--- config.mk ---
export PLATFORM = sky130hd
export DESIGN_NAME = delta_shaper_top
export DESIGN_NICKNAME = d
export VERILOG_FILES = /design/src/shaper_types_pkg.sv /design/src/shaper_cfg_pkg.sv /design/src/delta_shaper_top.sv /design/src/error_accum.sv /design/src/sample_shift_reg.sv /design/src/shift_bit_counter.sv /design/src/shaper_fsm.sv
export SDC_FILE = /design/constraint.sdc
export NUM_CORES = 1
export LEC_CHECK = 0
export BUFFER_PORTS_ARGS = -buffer_cell sky130_fd_sc_hd__buf_2
export CAP_MARGIN = 20
export CORE_ASPECT_RATIO = 0.7
export CORE_MARGIN = 10
export CORE_UTILIZATION = 30
export DETAILED_ROUTE_END_ITERATION = 7
export PLACE_DENSITY = 0.47
export SYNTH_ARGS = -nofsm -noshare
export SYNTH_HDL_FRONTEND = slang
export SYNTH_SLANG_ARGS = --single-unit
--- constraint.sdc ---
create_clock -name clk -period 5.2 [get_ports clk]
set_clock_uncertainty 0.15 [all_clocks]
set_input_delay 0.52 -clock clk [delete_from_list [all_inputs] [get_ports clk]]
set_output_delay 0.52 -clock clk [all_outputs]
set_load 0.01 [all_outputs]
--- src/shaper_types_pkg.sv ---
`default_nettype none

package shaper_types_pkg;

	//////////////////////////////
	// sequencer states
	//////////////////////////////

	typedef enum logic [2:0] {
		ST_WAIT  = 3'd0, // idle until start
		ST_ACCUM = 3'd1, // add sample, register delta
		ST_SUB   = 3'd2, // remove full scale after an overflow
		ST_CHECK = 3'd3, // look at ready once
		ST_SHIFT = 3'd4  // serial load of the next sample
	} shaper_state_e;

	//////////////////////////////
	// control and status
	//////////////////////////////

	// strobes from the FSM to the data blocks
	typedef struct packed {
		logic accum_en;  // residual takes residual plus sample
		logic sub_en;    // residual drops by full scale
		logic shift_en;  // one serial bit moves in and is counted
		logic count_clr; // bit counter back to zero before a load
	} shaper_ctrl_t;

	// the accumulator reports only whether the next add reaches full scale
	typedef struct packed {
		logic over;
	} accum_stat_t;

endpackage

`default_nettype wire

--- src/shaper_cfg_pkg.sv ---
`default_nettype none

package shaper_cfg_pkg;

	//////////////////////////////
	// sizing defaults
	//////////////////////////////

	localparam int SAMPLE_W_DEFAULT = 16; // bits per serially loaded sample
	localparam logic [15:0] FULL_SCALE_DEFAULT = 16'hFFFF; // overflow threshold of the loop

	//////////////////////////////
	// derived widths
	//////////////////////////////

	// the bit counter must reach SAMPLE_W-1 and still have headroom for one more step
	function automatic int cnt_width(input int sample_w);
		return $clog2(sample_w) + 1;
	endfunction

	// one extra bit keeps residual plus sample from wrapping
	function automatic int acc_width(input int sample_w);
		return sample_w + 1;
	endfunction

endpackage

`default_nettype wire
--- src/delta_shaper_top.sv ---
`timescale 1ns/1ps
`default_nettype none

module delta_shaper_top #(
	parameter int                  SAMPLE_W   = shaper_cfg_pkg::SAMPLE_W_DEFAULT,
	parameter logic [SAMPLE_W-1:0] FULL_SCALE = shaper_cfg_pkg::FULL_SCALE_DEFAULT
) (
	input  logic clk,
	input  logic rst_n,
	input  logic start,
	input  logic ready,
	input  logic value,
	output logic delta,
	output logic transfer
);
	import shaper_types_pkg::*;

	shaper_ctrl_t        ctrl;   // FSM strobes to all data blocks
	accum_stat_t         stat;   // overflow flag back to the FSM
	logic [SAMPLE_W-1:0] sample; // last complete sample
	logic                done;   // last shift cycle of a load

	//////////////////////////////
	// control
	//////////////////////////////

	shaper_fsm u_fsm (
		.clk      (clk),
		.rst_n    (rst_n),
		.start    (start),
		.ready    (ready),
		.done     (done),
		.stat     (stat),
		.ctrl     (ctrl),
		.delta    (delta),
		.transfer (transfer)
	);

	shift_bit_counter #(
		.SAMPLE_W (SAMPLE_W)
	) u_bit_cnt (
		.clk   (clk),
		.rst_n (rst_n),
		.ctrl  (ctrl),
		.done  (done)
	);

	//////////////////////////////
	// datapath
	//////////////////////////////

	sample_shift_reg #(
		.SAMPLE_W (SAMPLE_W)
	) u_sample (
		.clk    (clk),
		.rst_n  (rst_n),
		.value  (value),
		.ctrl   (ctrl),
		.sample (sample)
	);

	error_accum #(
		.SAMPLE_W   (SAMPLE_W),
		.FULL_SCALE (FULL_SCALE)
	) u_accum (
		.clk    (clk),
		.rst_n  (rst_n),
		.ctrl   (ctrl),
		.sample (sample),
		.stat   (stat)
	);

endmodule

`default_nettype wire

--- src/error_accum.sv ---
`timescale 1ns/1ps
`default_nettype none

module error_accum #(
	parameter int                  SAMPLE_W   = shaper_cfg_pkg::SAMPLE_W_DEFAULT,
	parameter logic [SAMPLE_W-1:0] FULL_SCALE = shaper_cfg_pkg::FULL_SCALE_DEFAULT
) (
	input  logic                           clk,
	input  logic                           rst_n,
	input  shaper_types_pkg::shaper_ctrl_t ctrl,
	input  logic [SAMPLE_W-1:0]            sample,
	output shaper_types_pkg::accum_stat_t  stat
);
	import shaper_cfg_pkg::*;

	localparam int ACC_W = acc_width(SAMPLE_W);
	localparam logic [ACC_W-1:0] FS_EXT = ACC_W'(FULL_SCALE);

	logic [ACC_W-1:0] residual; // quantisation error carried to the next round
	logic [ACC_W-1:0] sum;

	//////////////////////////////
	// add and compare
	//////////////////////////////

	// residual stays below full scale, so the sum never needs more than ACC_W bits
	assign sum = residual + ACC_W'(sample);

	assign stat.over = (sum >= FS_EXT); // reaching full scale counts as overflow

	//////////////////////////////
	// residual register
	//////////////////////////////

	always_ff @(posedge clk or negedge rst_n)
	begin
		if (!rst_n)
			residual <= '0;
		else if (ctrl.accum_en)
			residual <= sum;
		else if (ctrl.sub_en)
			residual <= residual - FS_EXT; // one full scale leaves as a delta pulse
	end

	// accum_en and sub_en come from different states and never overlap

endmodule

`default_nettype wire

--- src/sample_shift_reg.sv ---
`timescale 1ns/1ps
`default_nettype none

module sample_shift_reg #(
	parameter int SAMPLE_W = shaper_cfg_pkg::SAMPLE_W_DEFAULT
) (
	input  logic                           clk,
	input  logic                           rst_n,
	input  logic                           value,
	input  shaper_types_pkg::shaper_ctrl_t ctrl,
	output logic [SAMPLE_W-1:0]            sample
);

	// msb arrives first, so every new bit pushes the older ones up
	always_ff @(posedge clk or negedge rst_n)
	begin
		if (!rst_n)
			sample <= '0;
		else if (ctrl.shift_en)
			sample <= {sample[SAMPLE_W-2:0], value};
	end

	// between loads the register simply holds, so an unready source
	// leaves the previous sample in place for the next start

endmodule

`default_nettype wire

--- src/shift_bit_counter.sv ---
`timescale 1ns/1ps
`default_nettype none

module shift_bit_counter #(
	parameter int SAMPLE_W = shaper_cfg_pkg::SAMPLE_W_DEFAULT
) (
	input  logic                           clk,
	input  logic                           rst_n,
	input  shaper_types_pkg::shaper_ctrl_t ctrl,
	output logic                           done
);
	import shaper_cfg_pkg::*;

	localparam int CNT_W = cnt_width(SAMPLE_W);
	localparam logic [CNT_W-1:0] LAST_BIT = CNT_W'(SAMPLE_W - 1);

	logic [CNT_W-1:0] count; // shift cycles already completed in this load

	always_ff @(posedge clk or negedge rst_n)
	begin
		if (!rst_n)
			count <= '0;
		else if (ctrl.count_clr)
			count <= '0;
		else if (ctrl.shift_en)
			count <= count + 1'b1;
	end

	// done marks the cycle in which the SAMPLE_W-th bit goes in
	assign done = ctrl.shift_en && (count == LAST_BIT);

endmodule

`default_nettype wire

--- src/shaper_fsm.sv ---
`timescale 1ns/1ps
`default_nettype none

module shaper_fsm (
	input  logic                           clk,
	input  logic                           rst_n,
	input  logic                           start,
	input  logic                           ready,
	input  logic                           done,
	input  shaper_types_pkg::accum_stat_t  stat,
	output shaper_types_pkg::shaper_ctrl_t ctrl,
	output logic                           delta,
	output logic                           transfer
);
	import shaper_types_pkg::*;

	shaper_state_e state;
	shaper_state_e state_nxt;

	//////////////////////////////
	// next state
	//////////////////////////////

	always_comb
	begin
		state_nxt = state;
		case (state)
			ST_WAIT:
				if (start)
					state_nxt = ST_ACCUM; // start is only looked at here
			ST_ACCUM:
				state_nxt = stat.over ? ST_SUB : ST_CHECK;
			ST_SUB:
				state_nxt = ST_CHECK;
			ST_CHECK:
				state_nxt = ready ? ST_SHIFT : ST_WAIT; // not ready keeps the old sample
			ST_SHIFT:
				if (done)
					state_nxt = ST_WAIT;
			default:
				state_nxt = ST_WAIT;
		endcase
	end

	always_ff @(posedge clk or negedge rst_n)
	begin
		if (!rst_n)
			state <= ST_WAIT;
		else
			state <= state_nxt;
	end

	//////////////////////////////
	// outputs
	//////////////////////////////

	// delta only moves when leaving ST_ACCUM and holds otherwise
	always_ff @(posedge clk or negedge rst_n)
	begin
		if (!rst_n)
		begin
			delta    <= 1'b0;
			transfer <= 1'b0;
		end
		else
		begin
			if (state == ST_ACCUM)
				delta <= stat.over;
			transfer <= (state == ST_CHECK) && ready; // high for the first shift cycle only
		end
	end

	// strobes are decoded straight from the state register
	always_comb
	begin
		ctrl           = '0;
		ctrl.accum_en  = (state == ST_ACCUM);
		ctrl.sub_en    = (state == ST_SUB);
		ctrl.shift_en  = (state == ST_SHIFT);
		ctrl.count_clr = (state == ST_CHECK) && ready; // counter starts at zero on entry to shift
	end

endmodule

`default_nettype wire

==> results_dict.tcl <==
set metrics [dict create \
    wl_per_cell_um 15.5 \
    start_util_pct 31.3 \
    cts_root_buf "clkbuf_16" \
    syn_avg_cell_area_um2 8.44 \
    synthAdderAreaFrac_pct 8.93 \
    path_common_cell "o31a_1" \
    clk_pin_slew_ps 60 \
    grt_pass1_vias 2294 \
    slew_headroom_pct 46.5 \
    dieArea_um2 14000 \
    tns_ps 0 \
    core_area_um2 9220 \
    fin_crit_sh_pct 63.5 \
    crit_required_ps 5210 \
    rsz0062_at_grt "no" \
    path_cells "ha_1 -> inv_1 -> fa_1 -> nor2b_4 -> o31a_1 -> o311a_1 -> o31a_1 -> a211oi_2 -> or4b_1 -> nor4_2 -> o32ai_1" \
    synth_compound_area_share_pct 19.4 \
    utilization_pct 34.8 \
    drv_slew 0 \
    synth_edf_count 0 \
    drc 0 \
    status "completed" \
    clk_latency_ps 300 \
    synthXorXnorAreaFrac_pct 4.86 \
    fmax_mhz 303 \
    min_path_type "input pin to async pin" \
    fill_cells 966 \
    cts_tree "built" \
    firstDrtPassIters 4 \
    drive_above_1_share_pct 7.51 \
    synth_mux_area_share_pct 0.694 \
    syn_area_um2 2890 \
    synth_top_family_by_area "simple AND/OR/NAND/NOR gates" \
    diodes 0 \
    yosys.area.top_type "dfrtp_1" \
    tightest_slew_ps 803 \
    cp-end-kind "flip-flop" \
    min_period_ps 3300 \
    setup-violations-final 0 \
    maxCapViolations 0 \
    syn_to_final_growth_pct 11.3 \
    synthesis.instances 342 \
    initialDrtViolationCount 187 \
    rows 29 \
    p_leak_nw 1.47 \
    synth_area_leaders "dfrtp_1 37%, nand2_1 9.2%, ha_1 8.2%, a21oi_1 3.6%, nor2_1 2.9%" \
    antenna_found_initial 0 \
    rr_endpoint "u_fsm.state[0]" \
    grt_pass1_wl_um 12100 \
    grtUsageTotal_pct 11.0 \
    clock_sinks 43 \
    cts_buffers 5 \
    cts.repair.resized 0 \
    critPathKind "flip-flop to flip-flop" \
    async_flop_share_pct 100 \
    ir_drop_mv 0.174 \
    finalWirelength_um 7300 \
    clockBufferDepth 2 \
    synth_simple_gate_area_share_pct 25.7 \
    syn_nets 367 \
    gp_congestion 0.804 \
    cts_setup_buffers 0 \
    port_buffers 6 \
    p_per_area_nw_per_um2 465 \
    die_w_um 137 \
    synth_top_area_share_pct 37.3 \
    dp_hpwl_um 5340 \
    post_dp_cell_area_um2 3040 \
    synth_cell_types 54 \
    grt_max_degree 44 \
    dieHeight_um 102 \
    synthFlopType "dfrtp_1" \
    ios 7 \
    cp_slowest_stage_delay_ps 470 \
    antenna_left 0 \
    timing.final.hold_violations 0 \
    rrSetupSlack_ps 1900 \
    synth_seq_cells 43 \
    vias 2458 \
    slowest_stage "or4b_1" \
    timing.rr.start "u_accum.residual[0]" \
    finish.net_count 370 \
    cp_max_fo 5 \
    hold_buffers 0 \
    grt_overflow_total 0 \
    viasPerCell 5.23 \
    yosysWarnings 0 \
    startpoint_type "flip-flop" \
    reg2reg_depth 11 \
    ys_seq_area_share_pct 37.3 \
    arrival_ps 3310 \
    postLayoutCellArea_um2 3210 \
    h-tree-depth 2 \
]
==> cell usage after synthesis (all sizes together), types with 3 or more instances <==
cell type	instances
o211ai	4
inv	12
a211oi	5
and2	7
o311ai	3
a211o	3
a21o	7
xnor2	7
ha	19
or2	3
o21bai	3
a21oi	21
o21ai	14
nand4	4
nand3	12
nand2	71
clkbuf	10
dfrtp	43
o21a	3
nor2	22
nor4	3
xor2	9
nor3	13
and3	6
==> per-layer routing <==
layer | GRT usage [%] | vias to the layer above | routed length [µm]
met5 | 0 | - | 0
li1 | - | 1229 | -
met2 | 13.7 | 51 | 2650
met3 | 2.84 | 8 | 342
met1 | 17.1 | 1170 | 4220
met4 | 3.63 | 0 | 87
==> cell families after synthesis <==
logic type	after synthesis
AO/OA/AOI/OAI	82
XOR/XNOR	16
adder cells (fa/ha/maj)	20
buffers and inverters	24
flip-flops	43
multiplexers	2
AND/OR/NAND/NOR	155
==> sequential cells by signal, indices dropped and copies added, names as in the netlist <==
register and cells:
u_sample.sample 16, u_accum.residual 17, u_fsm.state 3, u_bit_cnt.count 5
u_fsm.transfer 1, u_fsm.delta 1
==> critical path, delay by kind of cell, from the launching register on <==
kind | cells | cell delay (ps)
AO/OA/AOI/OAI | 5 | 1230
adder cells (fa/ha/maj) | 2 | 460
buffers and inverters | 1 | 70
flip-flops | 1 | 420
AND/OR/NAND/NOR | 3 | 810
==> stage by stage <==
stage / std cells / hold WS (ps) / setup slack (ps) / total power [W]
2_1_floorplan: 342 / 74.4 / 2250 / 0.000996
3_3_place_gp: 461 / 318 / 1980 / 0.00117
3_5_place_dp: 461 / 329 / 1920 / 0.00117
4_1_cts: 469 / 279 / 1890 / 0.00150
5_1_grt: 470 / 73.4 / 1650 / 0.00161
6_report: 470 / 43.1 / 1900 / 0.00149
==> worst max-delay path by stage <==
stage	startpoint	to	slack [ps]	cells past startpoint
after global routing	u_accum.residual[6]	u_fsm.state[0]	1650	9
after detailed placement	u_accum.residual[0]	u_fsm.state[0]	1920	11
after global placement	u_accum.residual[0]	u_fsm.state[0]	1980	11
after floorplan	u_accum.residual[0]	u_fsm.state[0]	2250	11
after CTS	u_accum.residual[0]	u_fsm.state[0]	1890	11
final	u_accum.residual[0]	u_fsm.state[0]	1900	11
==> cell type report <==
cell class / count / area (µm²) / area share (%)
clock buffer: 5 / 125 / 3.90
timing repair buffer: 8 / 65.1 / 2.03
inverter: 12 / 45.0 / 1.40
multi-input combinational: 275 / 1720 / 53.7
tap: 124 / 155 / 4.83
sequential: 43 / 1080 / 33.5
clock inverter: 3 / 20.0 / 0.624
==> report_power, final <==
| part | switching [W] | total, W | internal, W |
|---|---|---|---|
| registers | 0.000102 | 0.000526 | 0.000423 |
| clock network | 0.000145 | 0.000323 | 0.000177 |
| logic | 0.000387 | 0.000646 | 0.000259 |
| total | 0.000634 | 0.00149 | 0.000860 |
==> placed cells by master, fill, tap and decap left out, types with 5 or more instances in the layout <==
cell type,n
nor2_1,22
a21o_1,7
dfrtp_1,43
clkbuf_16,5
nor3_1,13
and3_1,5
xnor2_1,7
nand2_1,71
a21oi_1,21
ha_1,19
nand3_1,12
and2_1,7
xor2_1,9
buf_2,6
o21ai_0,14
inv_1,12
No activity file was read; power rests on OpenSTA's default activity.
